## src/lcd_pkg.sv

```systemverilog
`default_nettype none

package lcd_pkg;

    // LUT mode. SET modes advance the byte pointer, SEND modes hold it.
    typedef enum logic [2:0] {
        IDLE,
        SET_I,
        SEND_I,
        SET,
        SEND
    } update_t;

    typedef logic [7:0]  byte_t;   // Panel bus byte.
    typedef logic [3:0]  coord_t;  // Tile index, steps of 20 pixels.
    typedef logic [2:0]  obj_t;    // Object code.
    typedef logic [15:0] color_t;  // RGB565.
    typedef logic [15:0] word_t;   // Counter and address value.

    // Tile request with obj_code in 10:8, Y in 7:4 and X in 3:0.
    typedef logic [10:0] tile_t;

endpackage

`default_nettype wire

```

## src/apb_tile_regs.sv

```systemverilog
`timescale 1ns/1ps
`default_nettype none

module apb_tile_regs
    import lcd_pkg::*;
(
    input  logic        clk,
    input  logic        nrst,
    input  logic [3:0]  paddr,
    input  logic        psel,
    input  logic        penable,
    input  logic        pwrite,
    input  logic [31:0] pwdata,
    output logic [31:0] prdata,
    output logic        pready,
    output logic        pslverr,
    input  logic        init_done,
    input  logic        busy,
    input  logic [2:0]  count,
    input  logic        full,
    output logic        init_start,
    output logic        push,
    output tile_t       push_data
);

    localparam logic [3:0] addr_ctrl   = 4'h0;
    localparam logic [3:0] addr_tile   = 4'h4;
    localparam logic [3:0] addr_status = 4'h8;

    logic access;
    logic wr_en;
    logic rd_en;
    logic hit_ctrl;
    logic hit_tile;
    logic hit_status;

    assign access     = psel & penable;  // Access phase only.
    assign wr_en      = access & pwrite;
    assign rd_en      = access & ~pwrite;
    assign hit_ctrl   = (paddr == addr_ctrl);
    assign hit_tile   = (paddr == addr_tile);
    assign hit_status = (paddr == addr_status);

    assign pready = 1'b1;

    // Unmapped address, or a tile push that finds the FIFO full.
    assign pslverr = access & ((~hit_ctrl & ~hit_tile & ~hit_status) |
                               (wr_en & hit_tile & full));

    always_comb begin
        prdata = '0;
        if (rd_en && hit_status) begin
            prdata = {25'd0, count, 2'b00, busy, init_done};
        end
    end

    always_ff @(posedge clk, negedge nrst) begin
        if (!nrst) begin
            init_start <= 1'b0;
            push       <= 1'b0;
        end else begin
            // Start is only honoured once, from idle.
            init_start <= wr_en & hit_ctrl & pwdata[0] & ~busy & ~init_done;
            push       <= wr_en & hit_tile & ~full;
        end
    end

    always_ff @(posedge clk) begin
        if (wr_en && hit_tile) begin
            push_data <= tile_t'(pwdata[10:0]);
        end
    end

endmodule

`default_nettype wire

```

## src/tile_fifo.sv

```systemverilog
`timescale 1ns/1ps
`default_nettype none

module tile_fifo
    import lcd_pkg::*;
#(
    parameter int fifo_depth = 4
) (
    input  logic       clk,
    input  logic       nrst,
    input  logic       push,
    input  tile_t      push_data,
    input  logic       pop,
    output tile_t      head,
    output logic       empty,
    output logic       full,
    output logic [2:0] count
);

    localparam int ptr_w = (fifo_depth > 1) ? $clog2(fifo_depth) : 1;
    localparam logic [ptr_w-1:0] last_slot = ptr_w'(fifo_depth - 1);

    tile_t            mem [fifo_depth];
    logic [ptr_w-1:0] rd_ptr;
    logic [ptr_w-1:0] wr_ptr;
    logic             do_push;
    logic             do_pop;

    assign do_push = push & ~full;
    assign do_pop  = pop & ~empty;

    always_ff @(posedge clk, negedge nrst) begin
        if (!nrst) begin
            rd_ptr <= '0;
            wr_ptr <= '0;
            count  <= '0;
        end else begin
            if (do_push) begin
                wr_ptr <= (wr_ptr == last_slot) ? '0 : wr_ptr + 1'b1;
            end
            if (do_pop) begin
                rd_ptr <= (rd_ptr == last_slot) ? '0 : rd_ptr + 1'b1;
            end
            case ({do_push, do_pop})
                2'b10:   count <= count + 3'd1;
                2'b01:   count <= count - 3'd1;
                default: count <= count;  // Both or neither.
            endcase
        end
    end

    always_ff @(posedge clk) begin
        if (do_push) begin
            mem[wr_ptr] <= push_data;
        end
    end

    assign head  = mem[rd_ptr];  // Oldest entry stays until popped.
    assign empty = (count == 3'd0);
    assign full  = (count == 3'(fifo_depth));

endmodule

`default_nettype wire

```

## src/command_lut.sv

```systemverilog
`timescale 1ns/1ps
`default_nettype none

module command_lut
    import lcd_pkg::*;
#(
    parameter int init_delay   = 60000,
    parameter int screen_words = 76900,
    parameter int tile_bytes   = 900
) (
    input  update_t mode,
    input  logic    clk,
    input  logic    nrst,
    input  obj_t    obj_code,
    input  coord_t  X,
    input  coord_t  Y,
    output logic    cmd_finished,
    output byte_t   D,
    output logic    dcx,
    output logic    pause
);

    // One counter serves the delays, the screen fill and the tile data.
    localparam int cnt_max = (init_delay > screen_words) ?
                             ((init_delay > tile_bytes) ? init_delay : tile_bytes) :
                             ((screen_words > tile_bytes) ? screen_words : tile_bytes);
    localparam int cnt_w = $clog2(cnt_max + 1);

    localparam logic [cnt_w-1:0] delay_end = cnt_w'(init_delay);
    localparam logic [cnt_w-1:0] words_end = cnt_w'(screen_words - 1);
    localparam logic [cnt_w-1:0] bytes_end = cnt_w'(tile_bytes);

    // Init table steps with special handling.
    localparam logic [4:0] i_reset   = 5'd1;
    localparam logic [4:0] i_slpout  = 5'd5;
    localparam logic [4:0] i_fill_hi = 5'd18;
    localparam logic [4:0] i_fill_lo = 5'd19;
    localparam logic [4:0] i_done    = 5'd20;

    // Tile table steps with special handling.
    localparam logic [4:0] t_ramwr = 5'd11;
    localparam logic [4:0] t_lo    = 5'd12;
    localparam logic [4:0] t_hi    = 5'd13;
    localparam logic [4:0] t_done  = 5'd14;

    logic [cnt_w-1:0] count;
    logic [cnt_w-1:0] next_count;
    logic [4:0]       cmd_num;
    logic [4:0]       next_cmd_num;
    logic [4:0]       sel;
    word_t            sc;
    word_t            ec;
    word_t            sp;
    word_t            ep;
    color_t           color;

    always_ff @(posedge clk, negedge nrst) begin
        if (!nrst) begin
            count   <= '0;
            cmd_num <= '0;
        end else begin
            count   <= next_count;
            cmd_num <= next_cmd_num;
        end
    end

    // Y gives the column window and X the page window.
    assign sc = word_t'(Y) * 16'd20;
    assign ec = (word_t'(Y) + 16'd1) * 16'd20;
    assign sp = word_t'(X) * 16'd20;
    assign ep = (word_t'(X) + 16'd1) * 16'd20;

    always_comb begin
        case (obj_code)
            3'd0:    color = 16'hFFFF;
            3'd1:    color = 16'h901E;
            3'd2:    color = 16'h6815;
            3'd3:    color = 16'hF800;
            3'd4:    color = 16'h0814;
            default: color = 16'hFFFF;
        endcase
    end

    // Pointer update.
    always_comb begin
        next_count   = count;
        next_cmd_num = cmd_num;
        sel          = cmd_num;
        pause        = 1'b0;
        case (mode)
            SET_I: begin
                if (cmd_num == i_reset || cmd_num == i_slpout) begin
                    if (count >= delay_end) begin
                        next_count   = '0;
                        next_cmd_num = cmd_num + 5'd1;
                    end else begin
                        next_count = count + cnt_w'(1);
                        pause      = 1'b1;  // Panel needs time here.
                    end
                end else if (cmd_num == i_fill_hi) begin
                    next_cmd_num = i_fill_lo;
                end else if (cmd_num == i_fill_lo) begin
                    if (count >= words_end) begin
                        next_count   = '0;
                        next_cmd_num = i_done;
                    end else begin
                        next_count   = count + cnt_w'(1);
                        next_cmd_num = i_fill_hi;
                    end
                end else if (cmd_num != i_done) begin
                    next_cmd_num = cmd_num + 5'd1;
                end
                sel = next_cmd_num;
            end
            SEND_I: begin
                if (cmd_num == i_done) begin
                    next_cmd_num = '0;
                end
            end
            SET: begin
                if (cmd_num == t_ramwr) begin
                    next_cmd_num = t_hi;          // High byte first.
                    next_count   = cnt_w'(1);
                end else if (cmd_num == t_lo || cmd_num == t_hi) begin
                    if (count >= bytes_end) begin
                        next_count   = '0;
                        next_cmd_num = t_done;
                    end else begin
                        next_count   = count + cnt_w'(1);
                        next_cmd_num = (cmd_num == t_hi) ? t_lo : t_hi;
                    end
                end else if (cmd_num != t_done) begin
                    next_cmd_num = cmd_num + 5'd1;
                end
                sel = next_cmd_num;
            end
            SEND: begin
                if (cmd_num == t_done) begin
                    next_cmd_num = '0;
                end
            end
            default: ;
        endcase
    end

    // Byte and D/C flag for the selected step.
    always_comb begin
        D            = '0;
        dcx          = 1'b0;
        cmd_finished = 1'b0;
        if (mode == SET_I || mode == SEND_I) begin
            case (sel)
                5'd1:  D = 8'h01;               // Software reset.
                5'd2:  D = 8'h28;               // Display off.
                5'd3:  D = 8'h3A;               // Pixel format.
                5'd4: begin
                    D   = 8'h55;                // 16 bits per pixel.
                    dcx = 1'b1;
                end
                5'd5:  D = 8'h11;               // Sleep out.
                5'd6:  D = 8'h29;               // Display on.
                5'd7:  D = 8'h2A;
                5'd8, 5'd9, 5'd10, 5'd13, 5'd14: begin
                    D   = 8'h00;
                    dcx = 1'b1;
                end
                5'd11: begin
                    D   = 8'hF0;
                    dcx = 1'b1;
                end
                5'd12: D = 8'h2B;
                5'd15: begin
                    D   = 8'h01;
                    dcx = 1'b1;
                end
                5'd16: begin
                    D   = 8'h40;
                    dcx = 1'b1;
                end
                5'd17: D = 8'h2C;
                i_fill_hi: begin
                    D   = 8'h08;
                    dcx = 1'b1;
                end
                i_fill_lo: begin
                    D   = 8'h14;
                    dcx = 1'b1;
                end
                i_done: cmd_finished = 1'b1;
                default: ;
            endcase
        end else if (mode == SET || mode == SEND) begin
            dcx = 1'b1;
            case (sel)
                5'd1: begin
                    D   = 8'h2A;                // Column address set.
                    dcx = 1'b0;
                end
                5'd2:  D = sc[15:8];
                5'd3:  D = sc[7:0];
                5'd4:  D = ec[15:8];
                5'd5:  D = ec[7:0];
                5'd6: begin
                    D   = 8'h2B;                // Page address set.
                    dcx = 1'b0;
                end
                5'd7:  D = sp[15:8];
                5'd8:  D = sp[7:0];
                5'd9:  D = ep[15:8];
                5'd10: D = ep[7:0];
                t_ramwr: begin
                    D   = 8'h2C;
                    dcx = 1'b0;
                end
                t_lo:  D = color[7:0];
                t_hi:  D = color[15:8];
                t_done: begin
                    dcx          = 1'b0;
                    cmd_finished = 1'b1;
                end
                default: dcx = 1'b0;
            endcase
        end
    end

endmodule

`default_nettype wire

```

## src/lcd_sequencer.sv

```systemverilog
`timescale 1ns/1ps
`default_nettype none

module lcd_sequencer
    import lcd_pkg::*;
(
    input  logic    clk,
    input  logic    nrst,
    input  logic    init_start,
    input  logic    empty,
    input  tile_t   head,
    input  logic    pause,
    input  logic    cmd_finished,
    output update_t mode,
    output obj_t    obj_code,
    output coord_t  X,
    output coord_t  Y,
    output logic    pop,
    output logic    busy,
    output logic    init_done,
    output logic    lcd_wrx,
    output logic    lcd_csx
);

    typedef enum logic [2:0] {
        IDLE,
        INIT_SET,
        INIT_SEND,
        TILE_SET,
        TILE_SEND
    } state_t;

    state_t state;
    state_t next_state;
    tile_t  tile_q;
    logic   start_tile;

    assign start_tile = (state == IDLE) && !empty && init_done;

    always_ff @(posedge clk, negedge nrst) begin
        if (!nrst) begin
            state     <= IDLE;
            init_done <= 1'b0;
        end else begin
            state <= next_state;
            if (state == INIT_SEND && cmd_finished) begin
                init_done <= 1'b1;
            end
        end
    end

    // Coordinates stay fixed for the whole tile.
    always_ff @(posedge clk) begin
        if (start_tile) begin
            tile_q <= head;
        end
    end

    always_comb begin
        next_state = state;
        mode       = lcd_pkg::IDLE;
        lcd_wrx    = 1'b1;
        pop        = 1'b0;
        case (state)
            IDLE: begin
                if (init_start && !init_done) begin
                    next_state = INIT_SET;
                end else if (start_tile) begin
                    next_state = TILE_SET;
                end
            end
            INIT_SET: begin
                mode       = SET_I;
                lcd_wrx    = pause | cmd_finished;  // Low only for a real byte.
                next_state = pause ? INIT_SET : INIT_SEND;
            end
            INIT_SEND: begin
                mode       = SEND_I;
                next_state = cmd_finished ? IDLE : INIT_SET;
            end
            TILE_SET: begin
                mode       = SET;
                lcd_wrx    = pause | cmd_finished;
                next_state = pause ? TILE_SET : TILE_SEND;
            end
            TILE_SEND: begin
                mode = SEND;
                if (cmd_finished) begin
                    pop        = 1'b1;
                    next_state = IDLE;
                end else begin
                    next_state = TILE_SET;
                end
            end
            default: next_state = IDLE;
        endcase
    end

    assign busy     = (state != IDLE);
    assign lcd_csx  = (state == IDLE) || cmd_finished;
    assign X        = tile_q[3:0];
    assign Y        = tile_q[7:4];
    assign obj_code = tile_q[10:8];

endmodule

`default_nettype wire

```

## src/lcd_top.sv

```systemverilog
`timescale 1ns/1ps
`default_nettype none

module lcd_top
    import lcd_pkg::*;
#(
    parameter int init_delay   = 60000,
    parameter int screen_words = 76900,
    parameter int tile_bytes   = 900,
    parameter int fifo_depth   = 4
) (
    input  logic        clk,
    input  logic        nrst,
    input  logic [3:0]  paddr,
    input  logic        psel,
    input  logic        penable,
    input  logic        pwrite,
    input  logic [31:0] pwdata,
    output logic [31:0] prdata,
    output logic        pready,
    output logic        pslverr,
    output byte_t       lcd_d,
    output logic        lcd_dcx,
    output logic        lcd_wrx,
    output logic        lcd_csx
);

    logic       init_start;
    logic       init_done;
    logic       busy;
    logic       push;
    tile_t      push_data;
    logic       pop;
    tile_t      head;
    logic       empty;
    logic       full;
    logic [2:0] count;
    update_t    mode;
    obj_t       obj_code;
    coord_t     tile_x;
    coord_t     tile_y;
    logic       pause;
    logic       cmd_finished;

    apb_tile_regs u_regs (
        .clk        (clk),
        .nrst       (nrst),
        .paddr      (paddr),
        .psel       (psel),
        .penable    (penable),
        .pwrite     (pwrite),
        .pwdata     (pwdata),
        .prdata     (prdata),
        .pready     (pready),
        .pslverr    (pslverr),
        .init_done  (init_done),
        .busy       (busy),
        .count      (count),
        .full       (full),
        .init_start (init_start),
        .push       (push),
        .push_data  (push_data)
    );

    tile_fifo #(
        .fifo_depth (fifo_depth)
    ) u_fifo (
        .clk        (clk),
        .nrst       (nrst),
        .push       (push),
        .push_data  (push_data),
        .pop        (pop),
        .head       (head),
        .empty      (empty),
        .full       (full),
        .count      (count)
    );

    lcd_sequencer u_seq (
        .clk          (clk),
        .nrst         (nrst),
        .init_start   (init_start),
        .empty        (empty),
        .head         (head),
        .pause        (pause),
        .cmd_finished (cmd_finished),
        .mode         (mode),
        .obj_code     (obj_code),
        .X            (tile_x),
        .Y            (tile_y),
        .pop          (pop),
        .busy         (busy),
        .init_done    (init_done),
        .lcd_wrx      (lcd_wrx),
        .lcd_csx      (lcd_csx)
    );

    command_lut #(
        .init_delay   (init_delay),
        .screen_words (screen_words),
        .tile_bytes   (tile_bytes)
    ) u_lut (
        .mode         (mode),
        .clk          (clk),
        .nrst         (nrst),
        .obj_code     (obj_code),
        .X            (tile_x),
        .Y            (tile_y),
        .cmd_finished (cmd_finished),
        .D            (lcd_d),
        .dcx          (lcd_dcx),
        .pause        (pause)
    );

endmodule

`default_nettype wire

```

## config.mk

```make
export PLATFORM = sky130hd
export DESIGN_NAME = lcd_top
export DESIGN_NICKNAME = d
export VERILOG_FILES = /design/src/lcd_pkg.sv /design/src/apb_tile_regs.sv /design/src/tile_fifo.sv /design/src/command_lut.sv /design/src/lcd_sequencer.sv /design/src/lcd_top.sv
export SDC_FILE = /design/constraint.sdc
export NUM_CORES = 1
export LEC_CHECK = 0
export BUFFER_PORTS_ARGS = -buffer_cell sky130_fd_sc_hd__buf_4
export CORE_UTILIZATION = 35
export DETAILED_ROUTE_END_ITERATION = 8
export PLACE_DENSITY = 0.53
export SLEW_MARGIN = 0
export SYNTH_ARGS = -nofsm -noshare
export SYNTH_HDL_FRONTEND = slang
export SYNTH_SLANG_ARGS = --single-unit
```

## constraint.sdc

```tcl
create_clock -name clk -period 4.3 [get_ports clk]
set_clock_uncertainty 0.1 [all_clocks]
set_input_delay 1.29 -clock clk [delete_from_list [all_inputs] [get_ports clk]]
set_output_delay 1.29 -clock clk [all_outputs]
set_load 0.02 [all_outputs]
```

## Word-level counts from Yosys, hierarchy flattened

Memories as Yosys holds them, arrays and structs flattened. A register that Yosys moved wholly into a read port is not among the register bits.
Index checks and enable logic that the tools add are counted.

- Bits in registers: 46
- Bits in latches: 0
- Bits in writable memories: 44
- Memory bits (read-only): 0
- Input port bits: 41
- Output and inout port bits: 45
- Logic and storage cells: 190
- Memories kept: 1

- Add/sub/neg operators: 8
- $mul: 4
- Div/mod/pow operators: 0
- Magnitude comparators: 3
- Eq/ne operators: 56
- Shifts and indexed selects: 0
- Muxes and demuxes: 57
- Bitwise logic cells: 25
- Reduce and logical (&&, ||, !) cells: 26

Memories:

| name | depth | width | rd ports | clocked after memory_dff | wr ports | RTL line | text |
|---|---|---|---|---|---|---|---|
| u_fifo.mem | 4 | 11 | 1 | 1 | 1 | tile_fifo.sv:23 | `tile_t mem [fifo_depth];` |

Operators by type and width:

| operator | count |
|---|---|
| $pmux 8 s13 | 2 |
| $mux 17 | 8 |
| $pmux 16 s4 | 1 |
| $eq 5x4->1 const B | 12 |
| $mux 5 | 11 |
| $eq 5x5->1 const B | 8 |
| $pmux 17 s2 | 1 |
| $mul 16x3->14 const B | 2 |
| $eq 5x3->1 const B | 5 |
| $pmux 5 s4 | 1 |
| $eq 3x2->1 const B | 6 |
| $mux 1 | 18 |
| $add 17x1->17 const B | 1 |
| $ge 17x10->1 const B | 1 |
| $ge 17x16->1 const B | 1 |
| $ge 17x17->1 const B | 1 |
| $mux 8 | 2 |
| $and 1x1->1 | 15 |
| $pmux 3 s5 | 1 |
| $mul 4x3->7 const B | 2 |
| $eq 3x3->1 const B | 4 |
| $mux 3 | 4 |
| $pmux 3 s4 | 1 |
| $reduce_or 11->1 | 1 |
| 35 further kinds | 70 |

## Logic depth before layout (Yosys ltp)

Gate-level depths: netlist (run 1).

- Depth in word-level cells: 15
- Mapped depth: 19

## Cells and area by module

A second synthesis (run 1) with hierarchy kept.

- Cell total of the unflattened synthesis: 648
- Area, all modules: 7,023.0 um^2

Modules (own cells, without submodules):

| module | instances | cells each | area an instance (um^2) | seq. area each (um^2) |
|---|---|---|---|---|
| command_lut | 1 | 443 | 3,563.4 | 550.5 |
| tile_fifo | 1 | 97 | 2,075.7 | 1,496.4 |
| apb_tile_regs | 1 | 66 | 784.5 | 380.4 |
| lcd_sequencer | 1 | 42 | 599.3 | 430.4 |

## Worst setup path before layout (run 1)

Ideal clock, no wire load.

- Kind: reg2out
- From: register u_lut.cmd_num[0]
- To: output lcd_d[1]
- Arrival: 3.235 ns
- Path slack: -0.325 ns
- Stages on the path, launching flop included: 14
- Path buffers: 2
- Path through: dfrtp_1 -> clkbuf_1 -> inv_1 -> ha_1 -> and4b_1 -> clkbuf_1 -> and3_1 -> a221oi_1 -> o21ai_1 -> or3_1 -> or4_4 -> o211ai_4 -> or3_1 -> o311ai_1

- Longest elaborated chain between the ends: 10
- Elaborated cells between the ends (all ways): 46
- Those cells by class: add/sub: 1; eq/ne: 27; mux: 15; reduce/logical: 3

RTL lines:

| item | RTL line | text |
|---|---|---|
| from (decl) | command_lut.sv:48 | `logic [4:0] cmd_num;` |
| from (signal assigned) | command_lut.sv:63 | `cmd_num <= next_cmd_num;` |
| $add 5x1->5 (tied with other cells) | command_lut.sv:95, command_lut.sv:111, command_lut.sv:133 |  |
| $mux 5 or $mux 1 (tied branches) | command_lut.sv:110, command_lut.sv:130 |  |
| $mux 5, on equally long branches | command_lut.sv:102, command_lut.sv:125 |  |
| $mux 5, on equally long branches | command_lut.sv:100, command_lut.sv:124 |  |
| $mux 5, on equally long branches | command_lut.sv:92, command_lut.sv:121 |  |
| $pmux 5 s2 * | command_lut.sv:90 | `case (mode)` |
| $eq 5x4->1 (tied with other cells) | command_lut.sv:194 | `case (sel)` |
| $pmux 8 s13 or $reduce_or 2->1 (tied branches) | -- |  |
| $mux 8 or $pmux 8 s13 (tied branches) | command_lut.sv:192, command_lut.sv:152 |  |
| $mux 8 * | command_lut.sv:151 | `if (mode == SET_I \|\| mode == SEND_I) begin` |
| to (decl) | lcd_top.sv:22 | `output byte_t lcd_d,` |

Every way passes the cells marked *; elsewhere a longest branch is shown, timed or not.

## Worst setup path in the final report (run 1)

- From: register u_lut.count[4]
- To: output lcd_d[3]

- Longest elaborated chain between the ends: 10
- Elaborated cells between the ends (all ways): 35
- Those cells by class: order compare: 3; eq/ne: 18; mux: 13; reduce/logical: 1

RTL lines:

| item | RTL line | text |
|---|---|---|
| from (decl) | command_lut.sv:46 | `logic [cnt_w-1:0] count;` |
| from (signal assigned) | command_lut.sv:62 | `count <= next_count;` |
| $ge 17x17->1 | command_lut.sv:103 | `if (count >= words_end) begin` |
| $mux 3 | command_lut.sv:103 |  |
| $mux 5 | command_lut.sv:102 | `end else if (cmd_num == i_fill_lo) begin` |
| $mux 5 | command_lut.sv:100 | `end else if (cmd_num == i_fill_hi) begin` |
| $mux 5 | command_lut.sv:92 | `if (cmd_num == i_reset \|\| cmd_num == i_slpout) begin` |
| $pmux 5 s2 * | command_lut.sv:90 |  |
| $eq 5x4->1 (tied with other cells) | command_lut.sv:194 |  |
| $pmux 8 s13 or $reduce_or 2->1 (tied branches) | -- |  |
| $mux 8 or $pmux 8 s13 (tied branches) | command_lut.sv:192, command_lut.sv:152 |  |
| $mux 8 * | command_lut.sv:151 |  |

Marks and branches as above.

==> summary.md, run 1 <==
| Metric | Value |
|---|---|
| Root Driver | clkbuf_16 |
| Post-synthesis adder-cell area fraction | 7.936% |
| I/O pin cnt | 86 |
| Max-cap violations | 0 |
| Fill cells | 1699 |
| Synth Area in Compound Gates | 16.60% |
| Warnings, synthesis | 0 |
| Clock buffer count from CTS | 9 |
| Die W | 140.9 µm |
| Met2 Use GR | 30.61% |
| Maximum level of the CTS H-tree | 3 |
| Power per Cell Area | 648.6 mW/mm² |
| Avg Vias per Cell | 5.270 |
| Final #Nets | 886 |
| CTS clk-pin slew, worst paths | 0.08 ns |
| Area delta synth->final | 35.68% |
| Startpoint class of the critical path | register |
| Drt first pass iters | 5 |
| First-pass GRT wire length | 28550 µm |
| Number of synthesized flops with an enable pin | 66 |
| Synth Instances | 650 |
| DR WL/cell | 16.27 µm |
| CP Capture Type | output port |
| Initial Util | 35.83% |
| CTS max path bufs | 2 |
| Clock Sinks | 101 |
| Die area | 0.01984 mm² |
| Crit-path slowest cell | or4_4 |
| Leakage | 3.748 nW |
| Vias in the first global route | 5774 |
| Met1 Usage GRT | 23.94% |
| Final non-filler cell total | 1071 |
| CP arrival | 3.68 ns |
| Post-DP HPWL | 12890 µm |
| Unrepaired setup endpoints after global routing | yes |
| WP buf/inv | 4 |
| Final setup fails | 11 |
| Final wirelength | 17430 µm |
| DRT antenna net count | 0 |
| Period utilization | 118.0% |
| Post-synthesis xor/xnor area fraction | 3.115% |
| Quantity of I/O buffers inserted on ports | 36 |
| Initial drt markers | 371 |
| GRT busiest layer | met2 |
| Share of layout cells above drive strength 1 | 35.88% |
| CTS tree | built |
| Grt met3 use | 2.514% |
| Routability cong. | 0.9224 |
| Crit-path most repeated cell | buf_6 |
| Diode count | 0 |
| Worst path top cell family by delay | simple AND/OR/NAND/NOR gates |
| Largest net degree at the start of global routing | 36 |
| Row count | 50 |
| Fin crit period | 5.072 ns |
| Seq/Total Area, Yosys | 42.35% |
| Mean post-synth cell area | 10.38 µm² |
| Max-slew headroom | 48.10% |
| PnR worst setup slack | -0.7723 ns |
| Share of flip-flops with an asynchronous set or reset | 34.65% |
| Worst-path cell chain | or3_4 -> buf_6 -> o41ai_4 -> a21oi_4 -> and4_1 -> or3_4 -> buf_6 -> or4_4 -> o211ai_4 -> buf_12 -> o221ai_4 -> buf_6 |
| Mux share of post-synthesis cell area | 5.674% |
| Reg2reg setup slack | 0.01 ns |
| Distinct cells, synth | 83 |
| Max Fclk | 197.1 MHz |
| Via count | 5644 |
| Critical path fanouts, max | 8 |
| Synth Flop Type | edfxtp_1 |
| Critical path type | register to output port |
| Cell area after synthesis | 0.006748 mm² |
| Chip Height | 140.9 µm |
| Largest family of logic cells by synthesized area | simple AND/OR/NAND/NOR gates |
| Placed cell count | 1037 |
| Worst hold path class | register to register |
| Initial antenna violation count | 0 |
| Violated checks | negative setup slack |
| Least-Margin Pin Slew | 0.7785 ns |
| Clock Latency Late Sink | 0.35 ns |
| Final core utilization | 48.62% |
| Status | complete, but fails checks |
| Critical Path Max Stage Delay | 0.50 ns |
| Drt drc | 0 |
| Core ar. | 0.01883 mm² |
| Fin. max-slew vios | 0 |
| Yosys reg bits | 101 |
| GRT overflow | 0 |
| Gr usage total | 18.11% |
| Final hold vios | 0 |
| Crit path required time | 2.91 ns |
| Worst vdd ir | 0.0003107 V |
| Simple-gate share of the synthesized area | 17.24% |
## what timing repair did
| action | in CTS | in global routing |
|---|---|---|
| pin swaps | 7 | 16 |
| buffers inserted | 12 | 10 |
| resized for setup | 51 | 45 |
| hold buffers | 0 | 0 |
| gates cloned | 1 | 0 |
| endpoints found under the setup margin | 11 | 13 |
| endpoints found under the hold margin | 0 | 0 |
## flip-flops by register name, indices dropped and copies added, names as in the netlist
| register | cells |
|---|---|
| u_lut.count | 17 |
| u_seq.state | 3 |
| u_seq.init_done | 1 |
| u_fifo.mem | 44 |
| u_fifo.rd_ptr | 2 |
| u_fifo.wr_ptr | 2 |
| u_regs.push_data | 11 |
| u_lut.cmd_num | 5 |
| u_seq.tile_q | 11 |
| u_regs.init_start | 1 |
| u_regs.push | 1 |
| u_fifo.count | 3 |
## path summary, 6_finish.rpt
kind	start	end	cells past startpoint
max reg2reg	u_lut.count[4]	u_fifo.count[2]	18
min in group asynchronous	nrst	u_lut.count[16]	1
min	u_regs.push_data[10]	u_fifo.mem[1][10]	0
max in group asynchronous	nrst	u_lut.cmd_num[1]	1
min reg2reg	u_regs.push_data[10]	u_fifo.mem[1][10]	0
max	u_lut.count[4]	lcd_d[3]	12
## through the flow
stage / worst slack [ns] / total power, mW / hold WS, ns / TNS [ns] / area [µm²]
3_3_place_gp: -0.4433 / 4.183 / 0.3670 / -3.836 / 8198
6_report: -0.7723 / 5.938 / 0.3975 / -7.545 / 9155
4_1_cts: -0.7249 / 5.593 / 0.4015 / -7.050 / 8911
5_1_grt: -0.8835 / 6.268 / 0.4272 / -9.009 / 9155
2_1_floorplan: -0.1082 / 3.069 / 0.3587 / -0.3855 / 7036
3_5_place_dp: -0.4816 / 4.219 / 0.3834 / -4.175 / 8198
## layer usage
metal / vias up / share of wire, %
li1: 2705 / -
met5: - / 0
met4: 0 / 1.7
met3: 27 / 4.2
met1: 2750 / 46
met2: 162 / 48
## worst reg2reg max path: stages, from the launching register on
cell      delay, ns
dfrtp_1        0.39
or3_4          0.42
buf_6          0.14
o41ai_4        0.39
a21oi_4        0.10
mux2_4         0.33
o311ai_4       0.33
buf_4          0.24
buf_6          0.12
mux2i_4        0.24
and2_1         0.19
nand3_1        0.12
inv_1          0.08
ha_1           0.18
inv_1          0.06
fa_1           0.37
xor2_1         0.15
nor2_1         0.11
xor2_1         0.15
## cells in the final DEF (no fill, tap or decap), types with 5 or more instances in the layout
cell type	instances
nor3_1	7
o211ai_1	6
and3_1	20
nand2_1	40
nand2b_1	7
conb_1	28
a21oi_1	29
xor2_1	10
a31oi_1	6
dfrtp_1	34
nand3_1	17
inv_1	29
clkbuf_16	9
and2_1	13
or3_4	5
o21ai_0	32
o22ai_1	9
buf_6	20
mux4_2	11
xnor2_1	14
o22ai_4	5
nand3b_1	5
nor2_1	39
buf_4	154
mux2i_1	5
a211oi_4	5
fa_1	5
edfxtp_1	66
ha_1	30
## power breakdown
part	internal (mW)	switching (mW)
Clock	0.473	0.407
Sequential	1.09	0.0896
Combinational	1.84	2.03
Total	3.41	2.53
## cells in the mapped netlist, types with 9 or more instances
cell type	instances	area share, %
nand3_1	17	1.3
and2_1	14	1.3
nor2_1	41	2.3
clkbuf_1	17	0.95
mux2i_1	9	1.3
o22ai_1	16	1.5
a21oi_1	32	2.4
nor3_1	12	0.89
xnor2_1	14	1.8
mux4_2	11	3.7
o21ai_0	35	2.6
dfrtp_1	35	13
ha_1	34	6.3
and3_1	20	1.9
xor2_1	10	1.3
buf_4	29	3.2
edfxtp_1	66	29
inv_1	31	1.7
nand2_1	45	2.5
## layout make-up
type                       instances  area [µm²]  area share, %
multi-input combinational        485        4081          44.58
tap                              260       325.3          3.553
timing repair buffer             177        1436          15.69
sequential                       101        2859          31.23
clock buffer                       9       225.2          2.460
clock inverter                     7       102.6          1.121
inverter                          32       125.1          1.367
## cell families (layout without fill, tap and decap cells)
group           count (synthesis)  count (layout)
compound gates                157             157
mux                            24              24
simple gates                  212             212
other cells                     2              28
fa+ha+maj                      40              40
xor+xnor                       24              24
flops                         101             101
buf+inv                        90             225
No activity file was read; power rests on OpenSTA's default activity.
==> run 2: changes to the inputs <==
- ABC_AREA: default -> 1
==> summary.md, run 2 <==
| Metric | Value |
|---|---|
| Root Driver | clkbuf_16 (unchanged) |
| Drt first pass iters | 4 (was 5) |
| Critical path type | register to output port (unchanged) |
| Power per Cell Area | 547.6 mW/mm² (was 648.6 mW/mm²) |
| Clock Latency Late Sink | 0.35 ns (about the same) |
| Final setup fails | 4 (was 11) |
| GRT overflow | 0 (unchanged) |
| CP endpoint | lcd_d[3] (unchanged) |
| Placed cell count | 1083 (was 1037) |
| Biggest regs | u_fifo.mem: 44 flops, u_lut.count: 17 flops (unchanged) |
| Distinct cells, synth | 51 (was 83) |
| Max FFs per register | 44 (unchanged) |
| Diode count | 0 (unchanged) |
| Reg2Reg Launch Point | u_lut.cmd_num[0] (was u_lut.count[4]) |
| Startpoint class of the critical path | register (unchanged) |
| R2r worst-path depth | 21 (was 18) |
| Clk pwr share | 19.9% (was 14.8%) |
| Clock Sinks | 101 (unchanged) |
| Area delta synth->final | 19.88% (was 35.68%) |
| I/O pin cnt | 86 (unchanged) |
| Synth Flop Type | edfxtp_1 (unchanged) |
| Crit path required time | 2.91 ns (about the same) |
| Status | complete, but fails checks (unchanged) |
| Mean post-synth cell area | 8.242 µm² (was 10.38 µm²) |
| Avg Vias per Cell | 4.884 (was 5.270) |
| Max-cap violations | 0 (unchanged) |
| Row count | 50 (unchanged) |
| Crit-path most repeated cell | nand2_1 (was buf_6) |
| Fin crit period | 4.313 ns (was 5.072 ns) |
| Worst path top cell family by delay | simple AND/OR/NAND/NOR gates (unchanged) |
| Die W | 140.7 µm (was 140.9 µm) |
| Max Fclk | 231.9 MHz (was 197.1 MHz) |
| Initial antenna violation count | 0 (unchanged) |
| Final hold vios | 0 (unchanged) |
| Place WS | 0.1066 ns (was -0.4816 ns) |
| Core ar. | 0.01877 mm² (was 0.01883 mm²) |
| Hold buffers post-CTS | 0 (unchanged) |
| Unrepaired setup endpoints after global routing | yes (unchanged) |
| Chip Height | 140.7 µm (was 140.9 µm) |
| Top-count cell post-synth | nand2_1 (was edfxtp_1) |
| DR WL/cell | 13.63 µm (was 16.27 µm) |
| Final core utilization | 43.01% (was 48.62%) |
| Period utilization | 100.3% (was 118.0%) |
| Die area | 0.01980 mm² (was 0.01984 mm²) |
| Max-slew headroom | 28.11% (was 48.10%) |
| Tot Pwr | 4.420 mW (was 5.938 mW) |
| Vias in the first global route | 5104 (was 5774) |
| Quantity of I/O buffers inserted on ports | 36 (unchanged) |
| Routability cong. | 0.9003 (was 0.9224) |
| Synth Instances | 817 (was 650) |
| Warnings, synthesis | 0 (unchanged) |
| Critical Path Max Stage Delay | 0.48 ns (was 0.50 ns) |
| Synth area leader | edfxtp_1 (unchanged) |
| Clock buffer count from CTS | 9 (unchanged) |
| Comb pwr share | 53.4% (was 65.3%) |
| Cell area after synthesis | 0.006734 mm² (was 0.006748 mm²) |
| Flop pwr share | 26.7% (was 19.9%) |
| CTS tree | built (unchanged) |
| Worst-path cell chain | inv_4 -> ha_4 -> inv_4 -> a21oi_4 -> buf_6 -> nor3_4 -> a22oi_2 -> nand3_2 -> inv_2 -> nand2_4 -> nor2_4 -> nand2_2 -> nand2_1 -> nor2_1 -> nand2_1 -> nand2_1 -> nand2_1 -> buf_4 (was or3_4 -> buf_6 -> o41ai_4 -> a21oi_4 -> and4_1 -> or3_4 -> buf_6 -> or4_4 -> o211ai_4 -> buf_12 -> o221ai_4 -> buf_6) |
| CP arrival | 2.92 ns (was 3.68 ns) |
| Share of layout cells above drive strength 1 | 23.17% (was 35.88%) |
| DRT antenna net count | 0 (unchanged) |
| Final #Nets | 964 (was 886) |
| CP Capture Type | output port (unchanged) |
| WP buf/inv | 5 (was 4) |
| Int Power | 2.411 mW (was 3.408 mW) |
| Violated checks | negative setup slack (unchanged) |
| Initial drt markers | 271 (was 371) |
| Post-DP HPWL | 11110 µm (was 12890 µm) |
| Via count | 5485 (was 5644) |
| Synth cell count leaders | nand2_1, nor2_1, inv_1, edfxtp_1, nand3_1 (was edfxtp_1, nand2_1, nor2_1, dfrtp_1, o21ai_0) |
| P_sw | 2.010 mW (was 2.530 mW) |
| Critical path fanouts, max | 5 (was 8) |
| Largest net degree at the start of global routing | 36 (unchanged) |
| Seq/Total Area, Yosys | 42.44% (was 42.35%) |
| Worst vdd ir | 0.0002483 V (was 0.0003107 V) |
| Crit-path slowest cell | dfrtp_2 (was or4_4) |
| Initial Util | 35.88% (was 35.83%) |
| Synth area leaders | edfxtp_1, dfrtp_1, nand2_1 (was edfxtp_1, dfrtp_1, ha_1) |
| Post-Route Setup TNS | -0.02776 ns (was -7.545 ns) |
| First-pass GRT wire length | 24870 µm (was 28550 µm) |
| Drt drc | 0 (unchanged) |
| Commonest cells after routing, fill and taps aside | nand2_1, nor2_1, inv_1 (was buf_4, edfxtp_1, nand2_1) |
| Synth top area share | 29.43% (was 29.37%) |
| Least-Margin Pin Slew | 1.074 ns (was 0.7785 ns) |
| Capturing point of the worst reg2reg path | u_fifo.count[2] (unchanged) |
| Most common cell after layout, fill and taps aside | nand2_1 (was buf_4) |
| Worst hold path class | register to register (unchanged) |
| Largest Register | u_fifo.mem (unchanged) |
| Leakage | 3.566 nW (was 3.748 nW) |
| CTS max path bufs | 2 (unchanged) |
| PnR worst setup slack | -0.01296 ns (was -0.7723 ns) |
| Critical Path Stages | 18 (was 12) |
| Reg2reg setup slack | 0.73 ns (was 0.01 ns) |
| Fill cells | 1881 (was 1699) |
| Gr usage total | 15.85% (was 18.11%) |
| Share of flip-flops with an asynchronous set or reset | 34.65% (unchanged) |
| Number of synthesized flops with an enable pin | 66 (unchanged) |
| Switching Fraction | 45.46% (was 42.61%) |
| Fin. max-slew vios | 0 (unchanged) |
| Yosys reg bits | 101 (unchanged) |
| CTS clk-pin slew, worst paths | 0.08 ns (about the same) |
| Worst setup path start | u_lut.cmd_num[0] (was u_lut.count[4]) |
| Final wirelength | 15300 µm (was 17430 µm) |
| Final non-filler cell total | 1123 (was 1071) |
| Maximum level of the CTS H-tree | 3 (unchanged) |
run 2: changes by cell type in the layout (fill, tap and decap cells not counted), moves of 12 or more:
| cell | before | now |
|---|---|---|
| buf_4 | 154 | 63 |
| o22ai_1 | 9 | 21 |
| inv_2 | 0 | 14 |
| nor2_1 | 39 | 92 |
| and2_1 | 13 | 0 |
| inv_1 | 29 | 85 |
| nand2_2 | 4 | 18 |
| nand3_1 | 17 | 50 |
| nand2_1 | 40 | 152 |
| buf_6 | 20 | 6 |
| and3_1 | 20 | 0 |
run 2: final cells by class:
| cell class | count | area [µm²] | area share (%) |
|---|---|---|---|
| sequential | 101 | 2870 | 35.55 |
| tap | 234 | 292.8 | 3.627 |
| multi-input combinational | 595 | 3621 | 44.85 |
| clock buffer | 9 | 225.2 | 2.790 |
| timing repair buffer | 70 | 545.5 | 6.758 |
| clock inverter | 7 | 97.59 | 1.209 |
| inverter | 107 | 420.4 | 5.208 |
run 2: kinds of logic (layout without fill, tap and decap cells):
logic type / count (synthesis) / after routing / share of synthesized area [%]
other: 2 / 28 / 0.1115
adder cells (fa/ha/maj): 39 / 39 / 7.804
XOR/XNOR: 22 / 22 / 2.861
buffers and inverters: 147 / 193 / 9.996
flip-flops: 101 / 101 / 42.44
AND/OR/NAND/NOR: 387 / 387 / 26.46
AO/OA/AOI/OAI: 119 / 119 / 10.33
run 2: what timing repair did:
action,in CTS,in global routing
buffers inserted,9,15
cloned,0,0
pin swaps,6,16
resized for setup,34,66
endpoints found under the setup margin,11,11
run 2: how the worst min path moves through the flow:
stage | from | endpoint | cells past startpoint
global placement | u_regs.push_data[6] | u_fifo.mem[0][6] | 0
CTS | u_regs.push_data[7] | u_fifo.mem[3][7] | 0
finish | u_regs.push_data[8] | u_fifo.mem[0][8] | 0
global route | u_regs.push_data[6] | u_fifo.mem[3][6] | 0
floorplan | u_regs.push_data[0] | u_fifo.mem[0][0] | 0
detailed placement | u_regs.push_data[7] | u_fifo.mem[2][7] | 0
run 2: power groups by stage:
stage	logic, mW	clock network, mW	registers (mW)
global route	2.58	0.937	1.19
floorplan	1.44	0	1.15
CTS	2.11	0.902	1.17
detailed placement	1.91	0	1.19
global placement	1.92	0	1.19
finish	2.36	0.878	1.18
run 2: routing by layer:
layer / vias up / global-route usage (%) / wire (µm)
li1: 2798 / - / -
met1: 2556 / 22.05 / 7736
met2: 116 / 24.77 / 6803
met3: 15 / 2.548 / 518
met4: 0 / 5.950 / 244
met5: - / 0 / 0
run 2: through the flow:
step	hold WS [ns]	area [µm²]
finish	0.4079	8073
detailed placement	0.3879	7203
floorplan	0.3587	6834
CTS	0.4068	7720
global route	0.4200	8073
global placement	0.3883	7203
